--- src/source/axil_iob_defs.svh ---
`ifndef AXIL_IOB_DEFS_SVH
`define AXIL_IOB_DEFS_SVH

// Bus widths, shared by the AXI4-Lite and IOb sides
`define AXIL_IOB_ADDR_W 12
`define AXIL_IOB_DATA_W 32

// Address map
// Bit 11 high selects the RAM, low selects the CSR bank
`define AXIL_IOB_RAM_SEL_BIT 11
`define AXIL_IOB_RAM_AW 8

// Identification value
`define AXIL_IOB_ID 32'hA51C_0001

// CSR byte offsets
`define AXIL_IOB_CSR_ID 12'h000
`define AXIL_IOB_CSR_SCR0 12'h004
`define AXIL_IOB_CSR_SCR1 12'h008
`define AXIL_IOB_CSR_CYCLE 12'h00C

`endif

--- src/source/iob_pkg.sv ---
`include "axil_iob_defs.svh"

package iob_pkg;

  typedef logic [`AXIL_IOB_ADDR_W-1:0] iob_addr_t;
  typedef logic [`AXIL_IOB_DATA_W-1:0] iob_data_t;
  typedef logic [`AXIL_IOB_DATA_W/8-1:0] iob_strb_t;

  // Zero wstrb marks a read
  typedef struct packed {
    logic      avalid;
    iob_addr_t addr;
    iob_data_t wdata;
    iob_strb_t wstrb;
  } iob_req_t;

  typedef struct packed {
    logic      ready;
    logic      rvalid;
    iob_data_t rdata;
  } iob_rsp_t;

  // Byte lane merge used by every writable target
  function automatic iob_data_t iob_merge(iob_data_t old_d, iob_data_t new_d,
                                          iob_strb_t strb);
    iob_data_t res;
    res = old_d;
    for (int i = 0; i < $bits(iob_strb_t); i++) begin
      if (strb[i]) begin
        res[8*i +: 8] = new_d[8*i +: 8];
      end
    end
    return res;
  endfunction

endpackage

--- src/source/iob_decoder.sv ---
`include "axil_iob_defs.svh"

module iob_decoder (
  input  logic              clk_i,
  input  logic              cke_i,
  input  logic              arst_n_i,
  input  iob_pkg::iob_req_t req_i,
  output iob_pkg::iob_rsp_t rsp_o,
  output iob_pkg::iob_req_t csr_req_o,
  output iob_pkg::iob_req_t ram_req_o,
  input  iob_pkg::iob_rsp_t csr_rsp_i,
  input  iob_pkg::iob_rsp_t ram_rsp_i
);

  logic ram_sel;
  logic ram_sel_q;
  logic ready;
  logic rd_acc;

  assign ram_sel = req_i.addr[`AXIL_IOB_RAM_SEL_BIT];
  assign ready   = ram_sel ? ram_rsp_i.ready : csr_rsp_i.ready;

  // Only avalid is steered, the rest fans out to both targets
  always_comb begin
    csr_req_o        = req_i;
    ram_req_o        = req_i;
    csr_req_o.avalid = req_i.avalid & ~ram_sel;
    ram_req_o.avalid = req_i.avalid & ram_sel;
  end

  assign rd_acc = req_i.avalid & ready & ~|req_i.wstrb;

  // Target of the read in flight
  always_ff @(posedge clk_i or negedge arst_n_i) begin
    if (!arst_n_i) begin
      ram_sel_q <= 1'b0;
    end else if (cke_i && rd_acc) begin
      ram_sel_q <= ram_sel;
    end
  end

  assign rsp_o.ready  = ready;
  assign rsp_o.rvalid = ram_sel_q ? ram_rsp_i.rvalid : csr_rsp_i.rvalid;
  assign rsp_o.rdata  = ram_sel_q ? ram_rsp_i.rdata : csr_rsp_i.rdata;

endmodule

--- config.mk ---
export PLATFORM = sky130hd
export DESIGN_NAME = iob_decoder
export DESIGN_NICKNAME = d
export VERILOG_FILES = /design/src/source/iob_pkg.sv /design/src/source/iob_decoder.sv
export VERILOG_INCLUDE_DIRS = /design/src /design/src/source
export SDC_FILE = /design/constraint.sdc
export NUM_CORES = 1
export LEC_CHECK = 0
export BUFFER_PORTS_ARGS = -buffer_cell sky130_fd_sc_hd__buf_2
export CAP_MARGIN = 20
export CORE_AREA = 2 2 96 98
export CTS_CLUSTER_DIAMETER = 80
export DETAILED_ROUTE_END_ITERATION = 8
export DIE_AREA = 0 0 98 100
export SLEW_MARGIN = 20
export SYNTH_ARGS = -nofsm -noshare
export SYNTH_HDL_FRONTEND = slang
export SYNTH_SLANG_ARGS = --single-unit
export TNS_END_PERCENT = 20
--- constraint.sdc ---
create_clock -name clk_i -period 2.8 [get_ports clk_i]
set_input_delay 0.56 -clock clk_i [delete_from_list [all_inputs] [get_ports clk_i]]
set_output_delay 0.56 -clock clk_i [all_outputs]
set_load 0.005 [all_outputs]
==> results of run 1 <==
## per-layer routing
layer  part of all wire  routed length [um]
met1               0.31                 963
met2               0.47                1440
met3               0.18                 555
met4              0.034                 104
met5                  0                   0
## critical path, stage by stage (launching register included)
cell and delay [ns]:
dfrtp_1 0.33, buf_4 0.38, mux2_2 0.39, buf_2 0.13
## area by class of cell
| cell class | instances | share of cell area |
|---|---|---|
| Multi-Input combinational cell | 39 | 0.361 |
| Sequential cell | 1 | 0.0204 |
| Tap cell | 111 | 0.113 |
| Timing Repair Buffer | 123 | 0.505 |
## synth_stat cells
cell / instances
and2_2: 1
and2b_2: 1
buf_2: 4
buf_4: 97
dfrtp_1: 1
mux2_1: 1
mux2_2: 33
mux2_4: 1
nand4_1: 1
nor4_4: 1
## final timing paths
path / start / endpoint / slack [ns] / cells after the start
min in group clk_i: ram_sel_q / ram_sel_q / 0.51 / 1
worst max-delay path: ram_sel_q / rsp_o[17] / 1.00 / 3
worst min register to register: ram_sel_q / ram_sel_q / 0.51 / 1
max in group asynchronous: arst_n_i / ram_sel_q / 2.38 / 1
worst max register to register: ram_sel_q / ram_sel_q / 2.01 / 1
worst min-delay path: arst_n_i / ram_sel_q / 0.34 / 1
## logic make-up after synthesis
group,share of synthesized area
multiplexers,0.327
AND/OR/NAND/NOR,0.0361
buffers and inverters,0.616
flip-flops,0.0206
## stage by stage
stage	utilization	hold WS [ns]
after CTS	0.138	0.340
after global placement	0.138	0.337
after floorplan	-	0.264
after global routing	0.138	0.343
after detailed placement	0.138	0.340
final	0.138	0.337
## power by group through the flow
| stage | sequential, W | clock (W) | combinational, W |
|---|---|---|---|
| finish | 0.0000179 | 0 | 0.000237 |
| global route | 0.0000183 | 0 | 0.000262 |
| CTS | 0.0000179 | 0 | 0.000244 |
| detailed placement | 0.0000179 | 0 | 0.000243 |
| global placement | 0.0000181 | 0 | 0.000237 |
| floorplan | 0.0000170 | 0 | 0.000228 |
==> impl_metrics.toml, run 1 <==
[logic_synthesis]
seq_area_frac_synth = 0.0206
synth.area.top_cells = "buf_4 60%, mux2_2 31%, dfrtp_1 2.1%, nor4_4 1.8%, buf_2 1.6%"
netlist_area_mm2 = 0.00121
syn_inst = 141
synth_cell_types = 10
synth_top_cell_by_area = "buf_4"
ys_seq_elements = 1
netlist.area_leader.share = 0.599
syn_avg_cell_area_um2 = 8.62
synthesis.nets = 261
ys_warn_count = 0

[power]
leakagePower_nw = 0.646
clkPwrFrac = 0
switchingPower_w = 0.0000908
comb_power_share = 0.930
sequentialPowerShare = 0.070
p_sw_frac = 0.356
p_per_area_mw_per_mm2 = 209
p_int_w = 0.000165
total_power_w = 0.000255
ir_drop_uv = 58.5

[worst_hold_path]
hp-class = "in2async"

[detailed_routing]
vias_per_cell = 3.31
drt_iter0_markers = 4
dr.pass1.iters = 2
vias = 906
drc_errors = 0
wire_per_inst_um = 11.2
wirelength_mm = 3.06
antenna_left = 0

[final_layout]
syn_to_final_growth_pct = 0.721
antenna_cells_inserted = 0
regMostFlops = "ram_sel_q"
layout-drive-gt1-share = 0.982
fillers = 1029
multi_input_area_um2 = 442
largest_register_ffs = 1
nets = 285
final_cells = 274
final_common_cell = "buf_2"
final_cell_mix = "122 x buf_2, 33 x mux2_2"
ff_latch_area_um2 = 25.0
reg.largest.list = "ram_sel_q x1"
fin_area_mm2 = 0.00122

[run_status]
outcome = "completed"

[global_route]
grt_use_met2 = 0.0901
overflow = 0
use_met3 = 0.0327
use_met1 = 0.0543
grt_antenna_before_repair = 0
track_usage = 0.0541
grt_most_used_layer = "met2"
grt_pass1_vias = 883
grt_pass1_wl_mm = 4.41
grt_max_degree = 34

[critical_path]
end_kind = "output port"
critPathLaunchType = "flip-flop"
cp_max_fo = 33
arrival_ns = 1.24
cp.required_ns = 2.24
worst-setup-path-type = "reg2out"

[cts]
cts_resized = 0
clkLatencyLatePin_ns = 0
post_cts_buffers = 0
ctsHoldBuffers = 0
cts.clk_slew.worst_paths_ns = 0

[place]
port_buffers = 122
dpl.hpwl_mm = 2.75
place_inst = 274
place_ws_ns = 0.961
placed_area_mm2 = 0.00122
gp_congestion = 0.684

[timing]
clock_skew_ns = 0
setup_ws_ns = 1.00
final.period_utilization = 0.643
tightest_slew_ns = 0.406
relSlewSlack = 0.730
slew_viol_final = 0
hold_viol = 0
final.setup.tns_ns = 0
min_period_ns = 1.80
setup_viol = 0
rsz0062_at_grt = "no"
timing.fmax_mhz = 556

[floorplanning]
rows = 35
ios = 252
core_mm2 = 0.00889
die_y_um = 100
die_w_um = 98
design.die.area_mm2 = 0.00980
initial_core_util = 0.137

[job]
drv_cap = 0
(Power assumes the default switching activity.)
==> run 2, diff against run 1 <==
--- a/config.mk
+++ b/config.mk
@@ -8,10 +8,10 @@
 export LEC_CHECK = 0
 export BUFFER_PORTS_ARGS = -buffer_cell sky130_fd_sc_hd__buf_2
 export CAP_MARGIN = 20
-export CORE_AREA = 2 2 96 98
+export CORE_AREA = 2 2 97 99
 export CTS_CLUSTER_DIAMETER = 80
 export DETAILED_ROUTE_END_ITERATION = 8
-export DIE_AREA = 0 0 98 100
+export DIE_AREA = 0 0 99 101
 export SLEW_MARGIN = 20
 export SYNTH_ARGS = -nofsm -noshare
 export SYNTH_HDL_FRONTEND = slang
==> constraint.sdc (replaced) <==
create_clock -name clk_i -period 1.8 [get_ports clk_i]
set_input_delay 0.36 -clock clk_i [delete_from_list [all_inputs] [get_ports clk_i]]
set_output_delay 0.36 -clock clk_i [all_outputs]
set_load 0.005 [all_outputs]
==> impl_metrics.toml, run 2 (synthesis gave the netlist of run 1 again) <==
[final_layout]
final_cell_mix = "122 x buf_2, 33 x mux2_2"
nets = 285
reg.largest.list = "ram_sel_q x1"
fin_area_mm2 = 0.00124
syn_to_final_growth_pct = 1.96
largest_register_ffs = 1
fillers = 1045
regMostFlops = "ram_sel_q"
final_cells = 275
final_common_cell = "buf_2"
final_core_util = 0.138
layout-drive-gt1-share = 0.982

[cts]
cts_resized = 0
clkLatencyLatePin_ns = 0
post_cts_buffers = 0
ctsHoldBuffers = 0
cts.clk_slew.worst_paths_ns = 0

[floorplanning]
die_y_um = 101
core_mm2 = 0.00898
initial_core_util = 0.135
ios = 252
rows = 35
die_w_um = 99
design.die.area_mm2 = 0.0100

[critical_path]
critPathLaunchType = "flip-flop"
regToRegSetupSlack_ns = 0.81
end_kind = "output port"
critPathLaunch = "ram_sel_q"
r2r-start = "ram_sel_q"
r2r_cells = 2
worst-setup-path-type = "reg2out"
cp_max_fo = 34
cp.required_ns = 1.44
endpoint = "rsp_o[9]"
reg2reg_to = "ram_sel_q"
arrival_ns = 1.08

[place]
port_buffers = 122
placed_area_mm2 = 0.00124
gp_congestion = 0.655
place_inst = 274
dpl.hpwl_mm = 3.02
place_ws_ns = 0.340

[global_route]
grt_pass1_vias = 935
grt_antenna_before_repair = 1
overflow = 0
track_usage = 0.0580
grt_pass1_wl_mm = 4.69
grt_max_degree = 35

[timing]
timing.fmax_mhz = 694
relSlewSlack = 0.871
setup_ws_ns = 0.360
final.period_utilization = 0.800
clock_skew_ns = 0
slew_viol_final = 0
tightest_slew_ns = 0.191
hold_viol = 0
min_period_ns = 1.44
rsz0062_at_grt = "no"
setup_viol = 0
final.setup.tns_ns = 0

[power]
leakagePower_nw = 0.650
p_per_area_mw_per_mm2 = 335
ir_drop_uv = 137

[detailed_routing]
antenna_left = 0
vias = 918
dr.pass1.iters = 2
drt_iter0_markers = 2
wirelength_mm = 3.34
wire_per_inst_um = 12.1
drc_errors = 0
vias_per_cell = 3.34

[job]
drv_cap = 0

[worst_hold_path]
hp-class = "in2async"

[run_status]
outcome = "completed"
run 2: cell types whose count changed in the layout (fill, tap and decap cells not counted):
cell     delta
buf_12      +1
buf_4       -1
diode_2     +1
run 2: how the worst min path moves through the flow:
stage          depth (start not counted)   endpoint     start  slack, ns
2_1_floorplan                          0  ram_sel_q  arst_n_i       0.06
3_3_place_gp                           1  ram_sel_q  arst_n_i       0.14
3_5_place_dp                           1  ram_sel_q  arst_n_i       0.14
4_1_cts                                1  ram_sel_q  arst_n_i       0.14
5_1_grt                                1  ram_sel_q  arst_n_i       0.15
6_report                               1  ram_sel_q  arst_n_i       0.14
run 2: metrics by stage:
step           hold slack, ns  power, W
4_1_cts                 0.140  0.000430
5_1_grt                 0.147  0.000455
6_report                0.138  0.000415
3_5_place_dp            0.140  0.000428
3_3_place_gp            0.139  0.000418
2_1_floorplan          0.0644  0.000382
run 2: cell type report:
type	count	area [um^2]	share of cell area
Timing Repair Buffer	123	631	0.509
Multi-Input combinational cell	39	442	0.357
Sequential cell	1	25.0	0.0202
Antenna cell	1	2.50	0.00202
Tap cell	111	139	0.112
run 2: power breakdown:
group,internal [W],switching [W]
Sequential,0.0000261,0.00000242
Combinational,0.000239,0.000148
Clock,0.00000000149,0
Total,0.000265,0.000151
run 2: metal layers:
metal,GRT usage,part of all wire
met1,0.0517,0.30
met5,0,0
met4,0.0242,0.040
met2,0.102,0.47
met3,0.0395,0.20
run 2: critical path: stages, from the launching register on:
cell and delay [ns]:
dfrtp_1 0.35, buf_12 0.21, mux2_2 0.36, buf_2 0.14
