`config.mk`:
```
export PLATFORM = sky130hd
export DESIGN_NAME = iob_csr_bank
export DESIGN_NICKNAME = d
export VERILOG_FILES = /design/src/source/iob_pkg.sv /design/src/source/iob_csr_bank.sv
export VERILOG_INCLUDE_DIRS = /design/src /design/src/source
export SDC_FILE = /design/constraint.sdc
export NUM_CORES = 1
export LEC_CHECK = 0
export BUFFER_PORTS_ARGS = -buffer_cell sky130_fd_sc_hd__buf_2
export CAP_MARGIN = 20
export CORE_MARGIN = 10
export CORE_UTILIZATION = 61
export DETAILED_ROUTE_END_ITERATION = 10
export HOLD_SLACK_MARGIN = 0.08
export PLACE_DENSITY = 0.93
export SYNTH_ARGS = -nofsm -noshare
export SYNTH_HDL_FRONTEND = slang
export SYNTH_SLANG_ARGS = --single-unit
```
`constraint.sdc`:
```
create_clock -name clk_i -period 5.11 [get_ports clk_i]
set_input_delay 0.511 -clock clk_i [delete_from_list [all_inputs] [get_ports clk_i]]
set_output_delay 0.511 -clock clk_i [all_outputs]
set_load 0.02 [all_outputs]
```
`src/source/axil_iob_defs.svh`:
```
`ifndef AXIL_IOB_DEFS_SVH
`define AXIL_IOB_DEFS_SVH

// Bus widths, shared by the AXI4-Lite and IOb sides
`define AXIL_IOB_ADDR_W 12
`define AXIL_IOB_DATA_W 32

// Address map
// Bit 11 high selects the RAM, low selects the CSR bank
`define AXIL_IOB_RAM_SEL_BIT 11
`define AXIL_IOB_RAM_AW 8

// Identification value
`define AXIL_IOB_ID 32'hA51C_0001

// CSR byte offsets
`define AXIL_IOB_CSR_ID 12'h000
`define AXIL_IOB_CSR_SCR0 12'h004
`define AXIL_IOB_CSR_SCR1 12'h008
`define AXIL_IOB_CSR_CYCLE 12'h00C

`endif

```
`src/source/iob_pkg.sv`:
```
`include "axil_iob_defs.svh"

package iob_pkg;

  typedef logic [`AXIL_IOB_ADDR_W-1:0] iob_addr_t;
  typedef logic [`AXIL_IOB_DATA_W-1:0] iob_data_t;
  typedef logic [`AXIL_IOB_DATA_W/8-1:0] iob_strb_t;

  // Zero wstrb marks a read
  typedef struct packed {
    logic      avalid;
    iob_addr_t addr;
    iob_data_t wdata;
    iob_strb_t wstrb;
  } iob_req_t;

  typedef struct packed {
    logic      ready;
    logic      rvalid;
    iob_data_t rdata;
  } iob_rsp_t;

  // Byte lane merge used by every writable target
  function automatic iob_data_t iob_merge(iob_data_t old_d, iob_data_t new_d,
                                          iob_strb_t strb);
    iob_data_t res;
    res = old_d;
    for (int i = 0; i < $bits(iob_strb_t); i++) begin
      if (strb[i]) begin
        res[8*i +: 8] = new_d[8*i +: 8];
      end
    end
    return res;
  endfunction

endpackage

```
`src/source/iob_csr_bank.sv`:
```
`include "axil_iob_defs.svh"

module iob_csr_bank (
  input  logic              clk_i,
  input  logic              cke_i,
  input  logic              arst_n_i,
  input  iob_pkg::iob_req_t req_i,
  output iob_pkg::iob_rsp_t rsp_o
);

  iob_pkg::iob_addr_t reg_addr;
  logic               wr_en;
  logic               rd_en;
  iob_pkg::iob_data_t scr0_q;
  iob_pkg::iob_data_t scr1_q;
  iob_pkg::iob_data_t cycle_q;
  iob_pkg::iob_data_t rd_val;
  iob_pkg::iob_data_t rdata_q;
  logic               rvalid_q;

  // Word aligned offset
  assign reg_addr = {req_i.addr[`AXIL_IOB_ADDR_W-1:2], 2'b00};

  assign wr_en = req_i.avalid & |req_i.wstrb;
  assign rd_en = req_i.avalid & ~|req_i.wstrb;

  // Scratch registers and free-running counter
  // ID and counter ignore writes
  always_ff @(posedge clk_i or negedge arst_n_i) begin
    if (!arst_n_i) begin
      scr0_q   <= '0;
      scr1_q   <= '0;
      cycle_q  <= '0;
      rvalid_q <= 1'b0;
    end else if (cke_i) begin
      cycle_q  <= cycle_q + 1'b1;
      rvalid_q <= rd_en;
      if (wr_en && reg_addr == `AXIL_IOB_CSR_SCR0) begin
        scr0_q <= iob_pkg::iob_merge(scr0_q, req_i.wdata, req_i.wstrb);
      end
      if (wr_en && reg_addr == `AXIL_IOB_CSR_SCR1) begin
        scr1_q <= iob_pkg::iob_merge(scr1_q, req_i.wdata, req_i.wstrb);
      end
    end
  end

  // Read mux, unmapped offsets give zero
  always_comb begin
    case (reg_addr)
      `AXIL_IOB_CSR_ID:    rd_val = `AXIL_IOB_ID;
      `AXIL_IOB_CSR_SCR0:  rd_val = scr0_q;
      `AXIL_IOB_CSR_SCR1:  rd_val = scr1_q;
      `AXIL_IOB_CSR_CYCLE: rd_val = cycle_q;
      default:             rd_val = '0;
    endcase
  end

  always_ff @(posedge clk_i) begin
    if (cke_i && rd_en) begin
      rdata_q <= rd_val;
    end
  end

  // Always ready, one-cycle read latency
  assign rsp_o.ready  = 1'b1;
  assign rsp_o.rvalid = rvalid_q;
  assign rsp_o.rdata  = rdata_q;

endmodule

```
==> results of run 1 <==
==> power breakdown <==
group	internal [mW]	total, mW	leakage, nW	switching, mW
registers	1.09	1.13	1.64	0.0446
clock network	0.806	1.24	0.290	0.437
logic	0.0678	0.158	1.35	0.0902
total	1.96	2.53	3.28	0.571
==> per-stage QoR <==
stage | hold WS, ns | setup WS (ns)
after floorplan | 0.215 | 2.26
after global placement | 0.464 | 2.08
after detailed placement | 0.473 | 1.98
after CTS | 0.202 | 2.52
after global routing | 0.213 | 2.41
final | 0.212 | 2.50
==> registers in the layout, summed over array words and instances, names as in the netlist <==
name      cells
scr1_q       32
rvalid_q      1
cycle_q      32
scr0_q       32
rdata_q      32
==> cell families (layout without fill, tap and decap cells) <==
family	Yosys count	after routing	synth area share (%)
AO/OA/AOI/OAI	33	33	4.28
XOR/XNOR	31	31	4.72
adder cells (fa/ha/maj)	1	1	0.217
buffers and inverters	26	123	1.83
flip-flops	129	129	58.9
multiplexers	97	97	19.5
other	1	1	0.0652
AND/OR/NAND/NOR	101	101	10.5
==> path summary, 6_finish.rpt <==
kind,from,to,cells past startpoint
worst max-delay path,req_i[38],scr0_q[26],5
worst min-delay path,req_i[7],scr0_q[3],2
worst max register to register,cycle_q[0],cycle_q[16],5
worst min register to register,cycle_q[31],cycle_q[31],1
max in group asynchronous,arst_n_i,scr0_q[28],3
min in group asynchronous,arst_n_i,scr1_q[16],2
==> placed cells by master (no fill, tap or decap), types with 5 or more instances in the layout <==
| cell | n |
|---|---|
| a211oi_1 | 8 |
| a22oi_1 | 24 |
| and3_1 | 6 |
| buf_2 | 81 |
| buf_4 | 5 |
| clkbuf_16 | 16 |
| clkbuf_8 | 6 |
| dfrtp_1 | 97 |
| edfxtp_1 | 32 |
| mux2_1 | 5 |
| mux2_2 | 73 |
| mux2_4 | 11 |
| mux2i_1 | 8 |
| nand2_1 | 8 |
| nand2_4 | 8 |
| nand3_1 | 12 |
| nand4_1 | 10 |
| nor2_1 | 34 |
| xnor2_1 | 22 |
| xor2_1 | 9 |
==> synth_stat cells (5+ instances only) <==
library cell / instances / area, sq um
dfrtp_1: 97 / 2430
mux2_2: 73 / 822
nor2_1: 35 / 131
edfxtp_1: 32 / 961
a22oi_1: 24 / 180
xnor2_1: 22 / 193
clkbuf_1: 20 / 75.1
nand3_1: 12 / 60.1
mux2_4: 11 / 165
nand4_1: 10 / 62.6
xor2_1: 9 / 78.8
a211oi_1: 8 / 60.1
mux2i_1: 8 / 80.1
nand2_1: 8 / 30.0
nand2_4: 8 / 90.1
and3_1: 6 / 37.5
mux2_1: 5 / 56.3
==> repair_timing <==
item                      in CTS  in global routing
hold buffers                   1                  0
hold endpoints to repair      32                  0
resized for setup              0                  0
==> routing by layer <==
metal	up-vias	global-route usage, %	part of all wire, %	wire [um]
met4	0	10.2	2.4	349
li1	1696	-	-	-
met5	-	0	0	0
met1	1988	23.5	37	5270
met3	31	6.68	6.7	957
met2	166	40.2	54	7690
==> worst register-to-register path, cell delays in order, from the launching register on <==
cell and delay, ns:
dfrtp_1 0.44, ha_1 0.23, nand4_1 0.17, nor4_1 0.84, nand3_1 0.22, xnor2_1 0.18
==> area by class of cell <==
class	instances	area, sq um	area share (%)
clock buffers	23	487	7.08
clock inverters	9	129	1.88
inverters	4	15.0	0.218
multi-input cells	264	2260	32.9
flip-flops and latches	129	3390	49.3
well taps	111	139	2.02
repair buffers	87	453	6.59
==> impl_metrics.json, run 1 <==
{
  "hold_path.class": "primary input to flop",
  "numCtsBuffers": 17,
  "drc": 0,
  "grt_pass1_vias": 4358,
  "crit_fanout": 35,
  "wl_mm": 14.3,
  "tightest_slew_ns": 1.06,
  "nets": 556,
  "grt_first_pass_wirelength_mm": 23.0,
  "path_delay_family": "simple AND/OR/NAND/NOR gates",
  "fin_crit_sh_pct": 51.1,
  "critPathRequiredTime_ns": 5.51,
  "core_sq_um": 9200,
  "io_pins": 86,
  "r2r_slack_ns": 2.90,
  "vias_per_cell": 6.19,
  "syn_area_per_cell_sq_um": 13.7,
  "cts_tree": "yes",
  "grt.total_usage_pct": 22.3,
  "route.antenna.remaining_nets": 0,
  "slew_headroom_pct": 28.4,
  "power_mw": 2.53,
  "clockBufferDepth": 2,
  "synthCells": 419,
  "crit_buf_inv": 1,
  "cp_cell_sequence": "buf_2 > nand2b_1 > nor4_4 > nand2_4 > mux2_1",
  "antennaDiodeCount": 0,
  "maxSlewViolCount": 0,
  "power_density_nw_per_um2": 368,
  "cts_sinks": 129,
  "hold_viol_final": 0,
  "final_cell_area_sq_um": 6870,
  "synth-warning-count": 0,
  "clock.fmax_mhz": 383,
  "max_cap_viol_count": 0,
  "die_x_um": 117,
  "die_area_sq_um": 13700,
  "cts.clk_slew.worst_paths_ns": 0.06,
  "dr.pass1.iters": 4,
  "clk_latency_ns": 0.53,
  "fin_crit_ns": 2.61,
  "cts_setup_buffers": 0,
  "critPathKind": "primary input to flop",
  "drt-wirelength-per-cell_um": 22.8,
  "outcome": "complete, no violations",
  "io_buffers": 82,
  "end_kind": "flop",
  "fp-row-count": 35,
  "grt-ovfl-total": 0,
  "critPathSlowestCell": "buf_2",
  "startpoint_type": "primary input",
  "grt_antenna_before_repair": 0,
  "ys_types": 33,
  "fin_util_pct": 74.7,
  "ys.flop_type": "dfrtp_1",
  "rsz0062_at_grt": "no",
  "dpl-instance-area_sq_um": 6250,
  "leakage_nw": 3.28,
  "place_inst": 594,
  "synth-seq-cells": 129,
  "grt_max_degree": 66,
  "gp_congestion": 0.870,
  "dp_hpwl_mm": 8.97,
  "async_flop_share_pct": 75.2,
  "area_growth_pct": 19.5,
  "yosysSeqAreaShare_pct": 58.9,
  "cts-root-buf": "clkbuf_8",
  "drive_gt1_share_pct": 41.5,
  "synth_edf_count": 32,
  "max_stage_delay_ns": 0.70,
  "fin_setup_tns_ns": 0,
  "cp.arrival_ns": 3.01,
  "initial_utilization_pct": 62.6,
  "ir_drop_v": 0.000212,
  "route.vias.total": 3881,
  "syn_nets": 472,
  "die_h_um": 117,
  "setup_viol": 0,
  "layout.cells.non_filler": 627,
  "htree_levels": 4,
  "drt_iter0_drc": 227,
  "clock_skew_ns": 0.0126,
  "netlist_area_sq_um": 5750,
  "fillerInstances": 539
}
Note: power is estimated with default switching activity, not from simulation.
==> run 2, diff against run 1 <==
Settings changed: CORE_UTILIZATION 61 to 51, PLACE_DENSITY 0.93 to 0.83.
Clock period 5.11 ns to 2.1 ns, I/O delays scaled along.
==> impl_metrics.json, run 2 (synthesis gave the netlist of run 1 again) <==
{
  "wl_met1_mm": 5.66,
  "area_growth_pct": 27.6,
  "grt-ovfl-total": 0,
  "place_inst": 636,
  "setup_viol": 0,
  "clock.fmax_mhz": 513,
  "routed-wl-met3_um": 720,
  "power_density_nw_per_um2": 834,
  "dr.pass1.iters": 5,
  "max_cap_viol_count": 0,
  "critPathRequiredTime_ns": 2.43,
  "startpoint_type": "flop",
  "drt-wirelength-per-cell_um": 20.1,
  "multi_input_area_sq_um": 2270,
  "dpl-instance-area_sq_um": 6420,
  "grt_max_degree": 39,
  "ir_drop_v": 0.000628,
  "route.antenna.remaining_nets": 0,
  "outcome": "complete, no violations",
  "grt_first_pass_wirelength_mm": 23.0,
  "fin_crit_ns": 1.95,
  "core_sq_um": 10900,
  "fin_crit_sh_pct": 92.8,
  "final_cell_area_sq_um": 7340,
  "layout.cells.non_filler": 701,
  "fp-row-count": 38,
  "leakage_nw": 3.49,
  "grt_antenna_before_repair": 0,
  "cts_sinks": 129,
  "io_pins": 86,
  "fin_setup_tns_ns": 0,
  "hold_slack_ns": 0.0925,
  "tightest_slew_ns": 0.528,
  "fillerInstances": 775,
  "hold_viol_final": 0,
  "nets": 601,
  "end_kind": "flop",
  "clockBufferDepth": 2,
  "wl_met2_mm": 7.55,
  "power_mw": 6.12,
  "die_h_um": 126,
  "drc": 0,
  "cts-root-buf": "clkbuf_16",
  "cp.arrival_ns": 2.28,
  "antennaDiodeCount": 0,
  "route.vias.total": 3923,
  "initial_utilization_pct": 52.6,
  "top_layer_used": "met4",
  "grt_pass1_vias": 4408,
  "vias_per_cell": 5.60,
  "final_common_cell": "dfrtp_1",
  "dp_hpwl_mm": 9.35,
  "htree_levels": 4,
  "cts_setup_buffers": 0,
  "gp_congestion": 0.836,
  "wl_mm": 14.1,
  "numCtsBuffers": 17,
  "maxSlewViolCount": 0,
  "fin_util_pct": 67.1,
  "ctsResizeCount": 0,
  "die_area_sq_um": 15900,
  "drt_iter0_drc": 239,
  "io_buffers": 82,
  "slew_headroom_pct": 64.8,
  "clk_latency_ns": 0.42,
  "clock_skew_ns": 0.0112,
  "cts_tree": "yes",
  "cts.clk_slew.worst_paths_ns": 0.06,
  "place_ws_ns": 0.106,
  "final-seq-area_sq_um": 3390,
  "crit_fanout": 4,
  "hold_path.class": "primary input to flop",
  "grt.total_usage_pct": 18.2,
  "rsz0062_at_grt": "no",
  "critPathKind": "flop to flop",
  "drive_gt1_share_pct": 40.1,
  "fin_ws_ns": 0.151,
  "die_x_um": 126,
  "final_cell_mix": "dfrtp_1, buf_2, mux2_2"
}
==> run 2: worst paths after layout <==
path / start / end / slack (ns) / depth (start not counted)
min reg2reg: scr1_q[6] / scr1_q[6] / 0.49 / 1
min in group asynchronous: arst_n_i / scr0_q[19] / 0.33 / 2
max in group asynchronous: arst_n_i / scr1_q[30] / 1.06 / 3
max reg2reg: cycle_q[0] / cycle_q[28] / 0.15 / 5
max: cycle_q[0] / cycle_q[28] / 0.15 / 5
min: req_i[9] / scr1_q[5] / 0.09 / 2
==> run 2: cell type report <==
type,count,share of cell area [%]
Multi-Input combinational cell,264,30.9
Inverter,4,0.205
Timing Repair Buffer,132,12.4
Clock inverter,12,1.91
Tap cell,140,2.39
Clock buffer,20,6.08
Sequential cell,129,46.2
==> run 2: repair_timing <==
action,4_1_cts,5_1_grt
hold buffers,33,0
endpoints found under the setup margin,0,0
endpoints found under the hold margin,99,0
==> run 2: worst max-delay path, stage by stage, from the launching register on <==
cell     delay [ns]
dfrtp_1        0.42
ha_1           0.21
nand4_1        0.17
or4_1          0.54
nor4_1         0.34
xor2_1         0.18
==> run 2: power breakdown <==
part           leakage, nW  internal, mW  total [mW]  switching, mW
clock                0.281          1.88        2.94           1.06
sequential            1.64          2.64        2.74         0.0980
combinational         1.57         0.217       0.444          0.226
total                 3.49          4.74        6.12           1.38
==> run 2: routing by layer <==
| metal | vias up | GRT usage [%] |
|---|---|---|
| met2 | 120 | 32.0 |
| met4 | 0 | 6.10 |
| li1 | 1791 | - |
| met1 | 1995 | 20.1 |
| met3 | 17 | 6.12 |
| met5 | - | 0 |
==> run 3, diff against run 2 <==
--- a/config.mk
+++ b/config.mk
@@ -10,3 +10,3 @@
 export CAP_MARGIN = 20
-export CORE_MARGIN = 10
+export CORE_MARGIN = 1.5
 export CORE_UTILIZATION = 51
@@ -14,3 +14,3 @@
 export HOLD_SLACK_MARGIN = 0.08
-export PLACE_DENSITY = 0.83
+export PLACE_DENSITY = 0.75
 export SYNTH_ARGS = -nofsm -noshare
--- a/constraint.sdc
+++ b/constraint.sdc
@@ -3,2 +3,2 @@
 set_output_delay 0.21 -clock clk_i [all_outputs]
-set_load 0.02 [all_outputs]
+set_load 0.005 [all_outputs]
==> impl_metrics.json, run 3 (synthesis gave the netlist of run 1 again) <==
{
  "hold_path.class": "primary input to flop",
  "grt.total_usage_pct": 23.4,
  "crit_fanout": 4,
  "end_kind": "flop",
  "drt_iter0_drc": 198,
  "max_cap_viol_count": 0,
  "route.vias.total": 3818,
  "grt_first_pass_wirelength_mm": 20.5,
  "place_ws_ns": 0.113,
  "final_common_cell": "dfrtp_1",
  "dr.pass1.iters": 5,
  "cts_tree": "yes",
  "final_cell_mix": "dfrtp_1, buf_2, mux2_2",
  "numCtsBuffers": 17,
  "die_x_um": 109,
  "grt_max_degree": 37,
  "maxSlewViolCount": 0,
  "cts_sinks": 129,
  "startpoint_type": "flop",
  "grt_antenna_before_repair": 0,
  "gp_congestion": 0.822,
  "io_buffers": 82,
  "grt_pass1_vias": 4084,
  "grt-ovfl-total": 0,
  "fin_crit_sh_pct": 92.7,
  "rsz0062_at_grt": "no",
  "critPathSlowestCell": "or4_1",
  "clock.fmax_mhz": 513,
  "cts-root-buf": "clkbuf_16",
  "drt-wirelength-per-cell_um": 17.8,
  "path_delay_family": "simple AND/OR/NAND/NOR gates",
  "layout.cells.non_filler": 702,
  "critPathRequiredTime_ns": 2.43,
  "outcome": "complete, no violations",
  "clock_skew_ns": 0.00857,
  "dp_hpwl_mm": 8.26,
  "fin_setup_tns_ns": 0,
  "place_inst": 637,
  "antennaDiodeCount": 0,
  "power_frac_clock_pct": 47.3,
  "power_density_nw_per_um2": 818,
  "ir_drop_v": 0.000640,
  "ctsResizeCount": 0,
  "leakage_nw": 3.50,
  "seq_power_share_pct": 45.6,
  "r2r_cells": 5,
  "swShare_pct": 21.6,
  "area_growth_pct": 27.6,
  "clockBufferDepth": 2,
  "core_sq_um": 10900,
  "switchingPower_mw": 1.30,
  "holdPathStages": 2,
  "power.internal_mw": 4.71,
  "htree_levels": 4,
  "max_stage_delay_ns": 0.54,
  "wl_mm": 12.5,
  "crit_buf_inv": 0,
  "initial_utilization_pct": 52.6,
  "fin_crit_ns": 1.95,
  "fillerInstances": 793,
  "fin_ws_ns": 0.152,
  "nets": 602,
  "cts.clk_slew.worst_paths_ns": 0.05,
  "cp.arrival_ns": 2.27,
  "setup_viol": 0,
  "drc": 0,
  "cp_cell_sequence": "ha_1 > nand4_1 > or4_1 > nor4_1 > xor2_1",
  "io_pins": 86,
  "cp.depth": 5,
  "clk_latency_ns": 0.41,
  "combPwrFrac_pct": 7.1,
  "fin_util_pct": 67.1,
  "fp-row-count": 38,
  "vias_per_cell": 5.44,
  "die_area_sq_um": 11900,
  "critPathKind": "flop to flop",
  "hold_viol_final": 0,
  "route.antenna.remaining_nets": 0,
  "drive_gt1_share_pct": 40.2,
  "die_h_um": 109
}
-- run 3: cell types whose count changed in the layout (fill, tap and decap cells not counted), moves of 2 or more --
cell and change:
bufinv_16 -2, clkbuf_1 +2, clkbuf_8 +6, clkinv_2 -2
clkinvlp_4 -2, clkinv_1 -2
-- run 3: repair_timing --
item / CTS / global route
hold endpoints to repair: 121 / 0
buffers inserted: 0 / 0
hold buffers: 33 / 0
-- run 3: layout make-up --
class / instances / area, sq um / share of cell area (%)
clock inverters: 4 / 47.5 / 0.648
clock buffers: 28 / 537 / 7.31
repair buffers: 133 / 916 / 12.5
flip-flops and latches: 129 / 3390 / 46.2
well taps: 140 / 175 / 2.39
inverters: 4 / 15.0 / 0.205
multi-input cells: 264 / 2260 / 30.8
-- run 3: through the flow --
step                      cell area, sq um  hold slack, ns  power (mW)
final                                 7340           0.110        6.00
after global placement                6430           0.135        3.15
after global routing                  7340           0.111        6.22
after CTS                             7340          0.0922        6.06
after detailed placement              6430           0.135        3.16
after floorplan                       5760         -0.0856        2.98
-- run 3: power by group through the flow --
stage	logic [mW]	registers [mW]	clock network [mW]
global route	0.473	2.75	3.00
CTS	0.433	2.74	2.89
global placement	0.368	2.78	0
finish	0.427	2.74	2.84
detailed placement	0.385	2.78	0
floorplan	0.222	2.76	0
-- run 3: per-layer routing --
metal / share of wire [%] / global-route usage (%)
met5: 0 / 0
met4: 2.0 / 11.9
met3: 4.9 / 5.68
met2: 50 / 39.1
met1: 43 / 28.2
-- run 3: worst paths after layout --
check | start | end | slack, ns
min | cke_i | cycle_q[0] | 0.11
max in group asynchronous | arst_n_i | cycle_q[0] | 1.28
max reg2reg | cycle_q[0] | cycle_q[28] | 0.15
min reg2reg | cycle_q[31] | cycle_q[31] | 0.48
max | cycle_q[0] | cycle_q[28] | 0.15
min in group asynchronous | arst_n_i | scr0_q[19] | 0.24
