File: config.mk
export PLATFORM = sky130hd
export DESIGN_NAME = axil2iob
export DESIGN_NICKNAME = d
export VERILOG_FILES = /design/src/source/axil_pkg.sv /design/src/source/iob_pkg.sv /design/src/source/axil2iob.sv
export VERILOG_INCLUDE_DIRS = /design/src /design/src/source
export SDC_FILE = /design/constraint.sdc
export NUM_CORES = 1
export LEC_CHECK = 0
export ABC_AREA = 1
export ABC_CLOCK_PERIOD_IN_PS = 1050
export BUFFER_PORTS_ARGS = -buffer_cell sky130_fd_sc_hd__buf_2
export CAP_MARGIN = 30
export CORE_ASPECT_RATIO = 1.5
export CORE_MARGIN = 2
export CORE_UTILIZATION = 39
export CTS_BUF_LIST = sky130_fd_sc_hd__clkbuf_16
export CTS_CLUSTER_DIAMETER = 50
export CTS_CLUSTER_SIZE = 14
export DETAILED_ROUTE_END_ITERATION = 8
export HOLD_SLACK_MARGIN = 0.02
export MAX_ROUTING_LAYER = met4
export PLACE_DENSITY_LB_ADDON = 0.25
export SLEW_MARGIN = 20
export SYNTH_ARGS = -nofsm -noshare
export SYNTH_HDL_FRONTEND = slang
export SYNTH_SLANG_ARGS = --single-unit
export TNS_END_PERCENT = 100
File: constraint.sdc
create_clock -name clk_i -period 1.05 [get_ports clk_i]
set_input_delay 0.105 -clock clk_i [delete_from_list [all_inputs] [get_ports clk_i]]
set_output_delay 0.105 -clock clk_i [all_outputs]
set_load 0.02 [all_outputs]
File: src/source/axil_iob_defs.svh
`ifndef AXIL_IOB_DEFS_SVH
`define AXIL_IOB_DEFS_SVH

// Bus widths, shared by the AXI4-Lite and IOb sides
`define AXIL_IOB_ADDR_W 12
`define AXIL_IOB_DATA_W 32

// Address map
// Bit 11 high selects the RAM, low selects the CSR bank
`define AXIL_IOB_RAM_SEL_BIT 11
`define AXIL_IOB_RAM_AW 8

// Identification value
`define AXIL_IOB_ID 32'hA51C_0001

// CSR byte offsets
`define AXIL_IOB_CSR_ID 12'h000
`define AXIL_IOB_CSR_SCR0 12'h004
`define AXIL_IOB_CSR_SCR1 12'h008
`define AXIL_IOB_CSR_CYCLE 12'h00C

`endif

File: src/source/axil_pkg.sv
`include "axil_iob_defs.svh"

package axil_pkg;

  typedef logic [`AXIL_IOB_ADDR_W-1:0] axil_addr_t;
  typedef logic [`AXIL_IOB_DATA_W-1:0] axil_data_t;
  typedef logic [`AXIL_IOB_DATA_W/8-1:0] axil_strb_t;
  typedef logic [1:0] axil_resp_t;

  // Master to slave, write side (aw, w and b channels)
  typedef struct packed {
    logic       awvalid;
    axil_addr_t awaddr;
    logic       wvalid;
    axil_data_t wdata;
    axil_strb_t wstrb;
    logic       bready;
  } axil_wr_req_t;

  // Master to slave, read side
  typedef struct packed {
    logic       arvalid;
    axil_addr_t araddr;
    logic       rready;
  } axil_rd_req_t;

  typedef struct packed {
    logic       awready;
    logic       wready;
    logic       bvalid;
    axil_resp_t bresp;
  } axil_wr_rsp_t;

  typedef struct packed {
    logic       arready;
    logic       rvalid;
    axil_data_t rdata;
    axil_resp_t rresp;
  } axil_rd_rsp_t;

endpackage

File: src/source/iob_pkg.sv
`include "axil_iob_defs.svh"

package iob_pkg;

  typedef logic [`AXIL_IOB_ADDR_W-1:0] iob_addr_t;
  typedef logic [`AXIL_IOB_DATA_W-1:0] iob_data_t;
  typedef logic [`AXIL_IOB_DATA_W/8-1:0] iob_strb_t;

  // Zero wstrb marks a read
  typedef struct packed {
    logic      avalid;
    iob_addr_t addr;
    iob_data_t wdata;
    iob_strb_t wstrb;
  } iob_req_t;

  typedef struct packed {
    logic      ready;
    logic      rvalid;
    iob_data_t rdata;
  } iob_rsp_t;

  // Byte lane merge used by every writable target
  function automatic iob_data_t iob_merge(iob_data_t old_d, iob_data_t new_d,
                                          iob_strb_t strb);
    iob_data_t res;
    res = old_d;
    for (int i = 0; i < $bits(iob_strb_t); i++) begin
      if (strb[i]) begin
        res[8*i +: 8] = new_d[8*i +: 8];
      end
    end
    return res;
  endfunction

endpackage

File: src/source/axil2iob.sv
module axil2iob (
  input  logic                   clk_i,
  input  logic                   cke_i,
  input  logic                   arst_n_i,
  input  axil_pkg::axil_wr_req_t axil_wr_i,
  input  axil_pkg::axil_rd_req_t axil_rd_i,
  output axil_pkg::axil_wr_rsp_t axil_wr_o,
  output axil_pkg::axil_rd_rsp_t axil_rd_o,
  output iob_pkg::iob_req_t      iob_req_o,
  input  iob_pkg::iob_rsp_t      iob_rsp_i
);

  logic                 wr_ready;
  logic                 wr_evt;
  logic                 bvalid_q;
  logic                 bvalid_nxt;
  logic                 rvalid_q;
  logic                 rvalid_nxt;
  axil_pkg::axil_data_t rdata_q;

  // Read has priority, a colliding write just waits
  assign wr_ready = iob_rsp_i.ready & ~axil_rd_i.arvalid;
  assign wr_evt   = axil_wr_i.awvalid & axil_wr_i.wvalid & wr_ready;

  // Toggle on a new write, or on bready with no new write
  assign bvalid_nxt = bvalid_q ^ ((~bvalid_q & wr_evt) |
                                  (bvalid_q & axil_wr_i.bready & ~wr_evt));

  // Same scheme for reads, driven by the returning IOb rvalid
  assign rvalid_nxt = rvalid_q ^ ((~rvalid_q & iob_rsp_i.rvalid) |
                                  (rvalid_q & axil_rd_i.rready & ~iob_rsp_i.rvalid));

  always_ff @(posedge clk_i or negedge arst_n_i) begin
    if (!arst_n_i) begin
      bvalid_q <= 1'b0;
      rvalid_q <= 1'b0;
      rdata_q  <= '0;
    end else if (cke_i) begin
      bvalid_q <= bvalid_nxt;
      rvalid_q <= rvalid_nxt;
      if (iob_rsp_i.rvalid) begin
        rdata_q <= iob_rsp_i.rdata;
      end
    end
  end

  // Write response channel
  assign axil_wr_o.awready = wr_ready;
  assign axil_wr_o.wready  = wr_ready;
  assign axil_wr_o.bvalid  = bvalid_q;
  assign axil_wr_o.bresp   = 2'b00;

  // Read response channel, always OKAY
  assign axil_rd_o.arready = iob_rsp_i.ready;
  assign axil_rd_o.rvalid  = rvalid_q;
  assign axil_rd_o.rdata   = rdata_q;
  assign axil_rd_o.rresp   = 2'b00;

  // IOb request
  // Zero-strobe writes are acked above but never reach a target
  assign iob_req_o.avalid = (axil_wr_i.wvalid & |axil_wr_i.wstrb) | axil_rd_i.arvalid;
  assign iob_req_o.addr   = axil_rd_i.arvalid ? axil_rd_i.araddr : axil_wr_i.awaddr;
  assign iob_req_o.wdata  = axil_wr_i.wdata;
  assign iob_req_o.wstrb  = axil_rd_i.arvalid ? '0 : axil_wr_i.wstrb;

endmodule

==> results of run 1 <==
[layout make-up]
cell class	instances	area, um2	share of cell area
multi-input combinational	154	659	0.269
inverter	6	22.5	0.00920
timing repair buffer	130	696	0.284
clock inverter	3	12.5	0.00511
tap	66	82.6	0.0337
sequential	34	851	0.347
clock buffer	5	125	0.0511
[cell families after synthesis]
kind of cell	synth area share
AOI/OAI and AO/OA	0.00253
buffers and inverters	0.241
DFF	0.431
other	0.00190
and+or+nand+nor	0.324
[placed cells by master (no fill, tap or decap), drive strengths merged]
cell,Yosys,final
clkinv,0,2
dfrtp,34,34
dlygate4sd3,0,1
o21ai,1,1
clkbuf,0,5
inv,6,7
conb,1,4
nand2,110,110
nor2,6,6
nand3,33,33
buf,55,129
[what timing repair did]
item	4_1_cts	5_1_grt
hold endpoints to repair	34	0
resized for setup	0	0
hold buffers	1	0
[power by group through the flow]
stage / registers, mW / logic (mW) / clock network (mW)
finish: 1.56 / 1.02 / 1.36
global route: 1.58 / 1.12 / 1.47
CTS: 1.56 / 1.03 / 1.40
detailed placement: 1.58 / 1.03 / 0
global placement: 1.58 / 1.02 / 0
floorplan: 1.78 / 0.607 / 0
[sequential cells by signal, indices dropped and copies added (netlist names)]
name      cells
bvalid_q      1
rdata_q      32
rvalid_q      1
[how the worst max path moves through the flow]
| stage | endpoint | cells past startpoint |
|---|---|---|
| after floorplan | iob_req_o[0] | 3 |
| after global placement | iob_req_o[44] | 5 |
| after detailed placement | iob_req_o[44] | 5 |
| after CTS | axil_rd_o[17] | 1 |
| after global routing | axil_rd_o[20] | 1 |
| final | axil_rd_o[17] | 1 |
[metrics by stage]
stage / instances / instance area [um2] / total power [mW] / hold WS [ns]
final: 398 / 2450 / 3.94 / 0.0587
after CTS: 398 / 2450 / 3.99 / 0.0551
after detailed placement: 389 / 2300 / 2.61 / 0.0802
after global placement: 389 / 2300 / 2.60 / 0.0744
after floorplan: 249 / 1990 / 2.39 / -0.191
after global routing: 398 / 2450 / 4.17 / 0.0678
[metal layers]
metal	wire length, um	vias up	global-route usage
li1	-	879	-
met1	2180	824	0.261
met2	2760	100	0.317
met3	500	22	0.0413
met4	157	0	0.0957
met5	0	-	-
==> run_results.csv, run 1 <==
group,metric,value,unit
worst_setup_path,end_kind,"primary output",
yosys,synthMostInstantiatedCell,"nand2_1",
timing,finalHoldViolCount,0,
finish,final_core_util,0.505,
yosys,synthDistinctLibCells,14,
worst_setup_path,path_class,"flop to primary output",
pwr,clock_power_share,0.346,
timing,fmax,1070,MHz
timing,rsz0062_at_grt,"no",
min_path,holdPathEnd,"rdata_q[3]",
finish,diodes,0,
worst_setup_path,slowest_stage,"dfrtp_1",
floorplanning,dieWidth,62.1,um
global_routing,antenna_found_initial,0,
pwr,netSwitchingPower,1.24,mW
pwr,p_seq_frac,0.396,
pwr,irDropWorstVdd,605,uV
floorplanning,io_pins,192,
yosys,yosys-top-cells-count,"100 x nand2_1, 45 x buf_4, 34 x dfrtp_1, 33 x nand3_1, 9 x nand2_2",
worst_setup_path,slowest_delay,0.39,ns
place,port_buffers,123,
run,cap_violations,0,
place,pre_cts_slack,0.157,ns
clock_tree,cts_tree,"built",
worst_setup_path,path_max_fanout,2,
clock_tree,postCtsSetupRepairBufs,0,
worst_setup_path,rr_startpoint,"rdata_q[19]",
yosys,yosys_warnings,0,
routing,vias,1825,
timing,setup_viol,0,
yosys,yosys-top-cells-area,"dfrtp_1 43%, nand2_1 19%, buf_4 17%",
global_routing,globalRouteTotalUtil,0.209,
timing,min_period,0.936,ns
worst_setup_path,cp_top_family,"flip-flops",
pwr,internal_power,2.70,mW
clock_tree,cts_made_buffers,5,
timing,layout_setup_ws,0.114,ns
clock_tree,clock-sinks,34,
worst_setup_path,path_cells,"buf_2",
worst_setup_path,cp-startpoint,"rdata_q[15]",
floorplanning,die_h,91.1,um
routing,drt_pre_antenna_iters,4,
status,outcome,"completed",
yosys,synth_ff_type,"dfrtp_1",
yosys,synth_top_area_cell,"dfrtp_1",
worst_setup_path,start_kind,"flop",
place,dp_hpwl,4400,um
yosys,avgSynthCellArea,8.03,um2
pwr,p_leak,1.51,nW
clock_tree,clk_latency,0.27,ns
floorplanning,core.rowCount,31,
worst_setup_path,worst_ep_required_time,0.94,ns
routing,avgRoutedWirePerCell,14.1,um
timing,period_share,0.892,
clock_tree,cts.clk_slew.worst_paths,0.05,ns
timing,slew_violations,0,
routing,ant_nets,0,
yosys,synth_area,0.00197,mm2
finish,syn_to_final_growth,24.0,%
floorplanning,dieArea,0.00566,mm2
yosys,synthCells,246,
worst_setup_path,r2r_slack,0.43,ns
finish,fillCellCount,509,
yosys,ys_ff_latch,34,
yosys,synth_top_area_share,0.431,
finish,drive_gt1_frac,0.440,
yosys,ys_seq_area_frac,0.431,
routing,route.detailed.drc,0,
min_path,hold_path_class,"input port to flop",
worst_setup_path,cp_num_buf_inv,1,
global_routing,grt_pass1_vias,1743,
routing,wirelength,5600,um
timing,finalSetupTns,0,ns
floorplanning,core-area,0.00485,mm2
yosys,synth_edf_count,0,
routing,vias_per_cell,4.59,
pwr,switching_share,0.315,
clock_tree,clockBufferDepth,2,
min_path,hp-start,"iob_rsp_i[3]",
pwr,pwr-share-comb,0.258,
global_routing,grt_max_degree,35,
floorplanning,initial_utilization,0.407,
worst_setup_path,reg2regPathDepth,2,
routing,drtIter0Drc,74,
min_path,min_path_cells,3,
pwr,p_per_area,1610,mW/mm2
clock_tree,cts-root-buf,"clkbuf_16",
clock_tree,h-tree-depth,2,
worst_setup_path,worstPathArrival,0.83,ns
worst_setup_path,r2r-end,"rdata_q[19]",
global_routing,grt_first_pass_wirelength,8470,um
timing,fin_skew,0,ns
finish,layout.nets,433,
global_routing,grt-ovfl-total,0,
yosys,async_reset_ff_frac,1.00,
place,gp_congestion,0.758,
No activity file was read; power rests on OpenSTA's default activity.
==> run 2, diff against run 1 <==
--- a/config.mk
+++ b/config.mk
@@ -10,7 +10,7 @@
 export ABC_CLOCK_PERIOD_IN_PS = 1050
 export BUFFER_PORTS_ARGS = -buffer_cell sky130_fd_sc_hd__buf_2
 export CAP_MARGIN = 30
-export CORE_ASPECT_RATIO = 1.5
+export CORE_ASPECT_RATIO = 0.6
 export CORE_MARGIN = 2
 export CORE_UTILIZATION = 39
 export CTS_BUF_LIST = sky130_fd_sc_hd__clkbuf_16
==> run_results.csv, run 2 (synthesis results as in run 1) <==
group,metric,value,unit
clock_tree,cts_tree,"built",
clock_tree,cts-root-buf,"clkbuf_16",
clock_tree,cts.clk_slew.worst_paths,0.06,ns
worst_setup_path,path_max_fanout,2,
timing,finalHoldViolCount,0,
place,gp_congestion,0.747,
pwr,internal_power,2.71,mW
pwr,irDropWorstVdd,650,uV
floorplanning,core.rowCount,19,
finish,layout.nets,434,
global_routing,grt_pass1_vias,1623,
pwr,p_seq_frac,0.397,
finish,top_register,"rdata_q",
clock_tree,clockBufferDepth,2,
clock_tree,cts_made_buffers,5,
global_routing,grt-ovfl-total,0,
global_routing,antenna_found_initial,0,
clock_tree,clock-sinks,34,
pwr,netSwitchingPower,1.23,mW
routing,vias_per_cell,4.37,
floorplanning,core-area,0.00473,mm2
floorplanning,die_h,59.1,um
pwr,p_per_area,1600,mW/mm2
floorplanning,dieWidth,95.9,um
floorplanning,initial_utilization,0.417,
routing,wirelength,4700,um
place,post-place-cells,387,
worst_setup_path,cp_top_family,"flip-flops",
finish,layout.cells.most_common,"buf_2",
timing,hold_slack,0.0631,ns
floorplanning,dieArea,0.00567,mm2
global_routing,grt_first_pass_wirelength,7470,um
finish,reg_top3,"rdata_q (32), bvalid_q (1), rvalid_q (1)",
place,pre_cts_slack,0.150,ns
timing,finalSetupTns,0,ns
run,cap_violations,0,
pwr,p_leak,1.51,nW
timing,period_share,0.898,
routing,drtIter0Drc,44,
global_routing,globalRouteTotalUtil,0.179,
routing,avgRoutedWirePerCell,11.9,um
finish,diodes,0,
place,dp_hpwl,3540,um
timing,layout_setup_ws,0.107,ns
clock_tree,ctsResizeCount,0,
finish,layout_common_cells,"123 x buf_2, 100 x nand2_1, 34 x dfrtp_1",
timing,fmax,1060,MHz
pwr,pwr-share-comb,0.254,
timing,slew_violations,0,
clock_tree,h-tree-depth,2,
worst_setup_path,slowest_delay,0.40,ns
floorplanning,io_pins,192,
worst_setup_path,cp_num_buf_inv,1,
pwr,clock_power_share,0.349,
routing,route.detailed.drc,0,
finish,finalNonFillerCells,396,
finish,drive_gt1_frac,0.444,
finish,syn_to_final_growth,24.4,%
worst_setup_path,slowest_stage,"dfrtp_1",
routing,drt_pre_antenna_iters,4,
clock_tree,clk_latency,0.27,ns
worst_setup_path,worst_ep_required_time,0.94,ns
timing,fin_skew,0,ns
routing,ant_nets,0,
global_routing,grt_max_degree,35,
routing,vias,1731,
place,port_buffers,123,
status,outcome,"completed",
timing,setup_viol,0,
finish,largest_reg_flops,32,
worst_setup_path,worstPathArrival,0.84,ns
worst_setup_path,path_class,"flop to primary output",
timing,rsz0062_at_grt,"no",
worst_setup_path,start_kind,"flop",
pwr,power,3.93,mW
worst_setup_path,end_kind,"primary output",
worst_setup_path,path_cells,"buf_2",
min_path,hold_path_class,"input port to flop",
timing,min_period,0.943,ns
pwr,switching_share,0.312,
## run 2: changes by cell type in the layout (fill, tap and decap cells not counted), sizes merged
cell and delta:
clkinvlp +1, buf +1, inv -1
## run 2: repair_timing
| action | CTS | global route |
|---|---|---|
| setup buffers | 0 | 0 |
| hold buffers | 1 | 0 |
| endpoints found under the hold margin | 34 | 0 |
## run 2: final timing paths
kind | to | depth (start not counted) | slack (ns) | from
setup reg to reg | rdata_q[5] | 2 | 0.41 | rdata_q[5]
setup / recovery | axil_rd_o[7] | 1 | 0.11 | rdata_q[5]
min in group asynchronous | rdata_q[30] | 3 | 0.32 | arst_n_i
hold reg to reg | rdata_q[16] | 2 | 0.46 | rdata_q[16]
hold / removal | rdata_q[15] | 3 | 0.06 | iob_rsp_i[15]
max in group asynchronous | rdata_q[28] | 3 | 0.55 | arst_n_i
## run 2: metal layers
layer / global-route usage / vias up / part of all wire
met5: - / - / 0
met4: 0.0592 / 0 / 0.019
met3: 0.0611 / 8 / 0.090
met2: 0.285 / 77 / 0.44
met1: 0.216 / 762 / 0.45
li1: - / 884 / -
## run 2: tightest hold or removal path: stages
cell	delay, ns
buf_2	0.07
nand3_1	0.06
nand2_1	0.06
## run 2: cell type report
| class | count | area, um2 |
|---|---|---|
| Fill cell | 481 | 2270 |
| Sequential cell | 34 | 851 |
| Timing Repair Buffer | 131 | 703 |
| Multi-Input combinational cell | 154 | 659 |
| Clock buffer | 5 | 125 |
| Tap cell | 63 | 78.8 |
| Inverter | 6 | 22.5 |
| Clock inverter | 3 | 16.3 |
## run 2: stage by stage
step | cell area (um2) | utilization
2_1_floorplan | 1990 | -
3_3_place_gp | 2300 | 0.487
3_5_place_dp | 2300 | 0.487
4_1_cts | 2460 | 0.519
5_1_grt | 2460 | 0.519
6_report | 2460 | 0.519
## run 2: power groups by stage
stage               registers, mW  logic (mW)  clock network, mW
floorplan                    1.78       0.607                  0
global placement             1.58       0.997                  0
detailed placement           1.58        1.01                  0
CTS                          1.56        1.01               1.41
global route                 1.59        1.11               1.50
finish                       1.56       0.998               1.37
==> run 3, diff against run 2 <==
--- a/config.mk
+++ b/config.mk
@@ -6,7 +6,6 @@
 export SDC_FILE = /design/constraint.sdc
 export NUM_CORES = 1
 export LEC_CHECK = 0
-export ABC_AREA = 1
 export ABC_CLOCK_PERIOD_IN_PS = 1050
 export BUFFER_PORTS_ARGS = -buffer_cell sky130_fd_sc_hd__buf_2
 export CAP_MARGIN = 30
==> run_results.csv, run 3 <==
group,metric,value,unit
routing,route.detailed.drc,0,
timing,fin_skew,0,ns
yosys,yosys-top-cells-count,"41 x buf_4, 34 x dfrtp_1, 30 x mux2_4, 14 x mux2_2, 5 x nor2b_1",
run,cap_violations,0,
routing,drt_pre_antenna_iters,4,
routing,ant_nets,0,
worst_setup_path,end_kind,"primary output",
timing,slew_violations,0,
min_path,hold_path_class,"input port to flop",
finish,fillCellCount,427,
yosys,yosys_warnings,0,
yosys,ys_ff_latch,34,
timing,period_share,0.915,
timing,rsz0062_at_grt,"no",
floorplanning,dieWidth,94.0,um
routing,avgRoutedWirePerCell,14.6,um
global_routing,grt_first_pass_wirelength,6410,um
timing,hold_slack,0.0610,ns
yosys,yosys-top-cells-area,"dfrtp_1 45%, mux2_4 24%, buf_4 16%",
yosys,synth_edf_count,0,
pwr,p_per_area,1670,mW/mm2
finish,layout.cells.most_common,"buf_2",
finish,layout_common_cells,"123 x buf_2, 34 x dfrtp_1, 30 x mux2_4",
place,port_buffers,123,
worst_setup_path,reg2regPathDepth,2,
floorplanning,io_pins,192,
timing,fmax,1040,MHz
finish,reg_top3,"rdata_q (32), bvalid_q (1), rvalid_q (1)",
floorplanning,die_h,58.0,um
clock_tree,postCtsSetupRepairBufs,0,
floorplanning,core-area,0.00464,mm2
pwr,irDropWorstVdd,673,uV
worst_setup_path,worst_ep_required_time,0.94,ns
timing,min_period,0.961,ns
yosys,synth_top_area_share,0.449,
timing,finalSetupTns,0,ns
timing,setup_viol,0,
floorplanning,core.rowCount,19,
yosys,synth_ff_type,"dfrtp_1",
yosys,async_reset_ff_frac,1.00,
global_routing,grt_max_degree,19,
clock_tree,clk_latency,0.27,ns
clock_tree,cts_hold_buf,1,
routing,vias_per_cell,4.51,
finish,drive_gt1_frac,0.779,
global_routing,antenna_found_initial,0,
place,gp_congestion,0.705,
finish,largest_reg_flops,32,
clock_tree,cts-root-buf,"clkbuf_16",
place,dp_hpwl,3430,um
global_routing,grt_pass1_vias,1309,
yosys,synth_top_area_cell,"dfrtp_1",
finish,syn_to_final_growth,31.3,%
worst_setup_path,path_class,"input port to primary output",
yosys,avgSynthCellArea,13.8,um2
floorplanning,initial_utilization,0.409,
routing,drtIter0Drc,12,
clock_tree,cts.clk_slew.worst_paths,0.05,ns
global_routing,globalRouteTotalUtil,0.161,
global_routing,grt-ovfl-total,0,
routing,wirelength,4300,um
finish,diodes,0,
floorplanning,dieArea,0.00546,mm2
clock_tree,ctsResizeCount,0,
yosys,synth_area,0.00190,mm2
worst_setup_path,start_kind,"input port",
yosys,ys_seq_area_frac,0.449,
yosys,synthDistinctLibCells,15,
worst_setup_path,path_max_fanout,18,
timing,finalHoldViolCount,0,
clock_tree,clock-sinks,34,
pwr,p_leak,1.38,nW
clock_tree,cts_made_buffers,5,
yosys,synthCells,137,
clock_tree,clockBufferDepth,2,
routing,vias,1327,
yosys,synthMostInstantiatedCell,"buf_4",
clock_tree,cts_tree,"built",
clock_tree,h-tree-depth,2,
status,outcome,"completed",
min_path,min_path_cells,2,
worst_setup_path,worstPathArrival,0.86,ns
finish,layout.nets,332,
finish,top_register,"rdata_q",
run 3: final timing paths:
kind	from	endpoint	slack [ns]
hold reg to reg	rdata_q[2]	rdata_q[2]	0.50
min in group asynchronous	arst_n_i	rdata_q[3]	0.29
hold / removal	iob_rsp_i[16]	rdata_q[16]	0.06
setup / recovery	axil_rd_i[13]	iob_req_o[39]	0.09
max in group asynchronous	arst_n_i	rdata_q[8]	0.34
setup reg to reg	bvalid_q	bvalid_q	0.25
run 3: kinds of logic after synthesis:
kind of cell	synth area share
flops	0.449
mux	0.321
other cells	0.00198
compound gates	0.0185
buf+inv	0.185
simple gates	0.0251
run 3: critical path, cell delays in order:
cell    delay (ns)
buf_2         0.10
buf_12        0.14
mux2_2        0.34
buf_2         0.16
run 3: layer usage:
layer  part of all wire  wire, um  track usage
met5                  0         0            -
met4              0.033       141       0.0807
met3              0.099       426       0.0741
met2               0.45      1920        0.224
met1               0.42      1820        0.197
run 3: final cells by class:
cell class                      count  area (um2)  share of cell area
Clock inverter                      3        16.3             0.00653
Multi-Input combinational cell     60         706               0.283
Timing Repair Buffer              129         713               0.286
Sequential cell                    34         851               0.342
Tap cell                           63        78.8              0.0317
Clock buffer                        5         125              0.0503
run 3: where the power goes:
part / leakage, nW / internal (mW) / switching, mW
clock: 0.0672 / 0.863 / 0.509
combinational: 0.911 / 0.581 / 0.592
sequential: 0.400 / 1.50 / 0.103
total: 1.38 / 2.95 / 1.20
run 3: metrics by stage:
step | worst slack (ns) | cells | power, mW | util | cell area (um2)
final | 0.0890 | 294 | 4.15 | 0.537 | 2490
after global routing | 0.0657 | 294 | 4.37 | 0.537 | 2490
after CTS | 0.0827 | 294 | 4.21 | 0.537 | 2490
after detailed placement | 0.0462 | 285 | 2.80 | 0.504 | 2340
after global placement | 0.0664 | 285 | 2.79 | 0.504 | 2340
after floorplan | 0.0596 | 140 | 2.54 | - | 1910
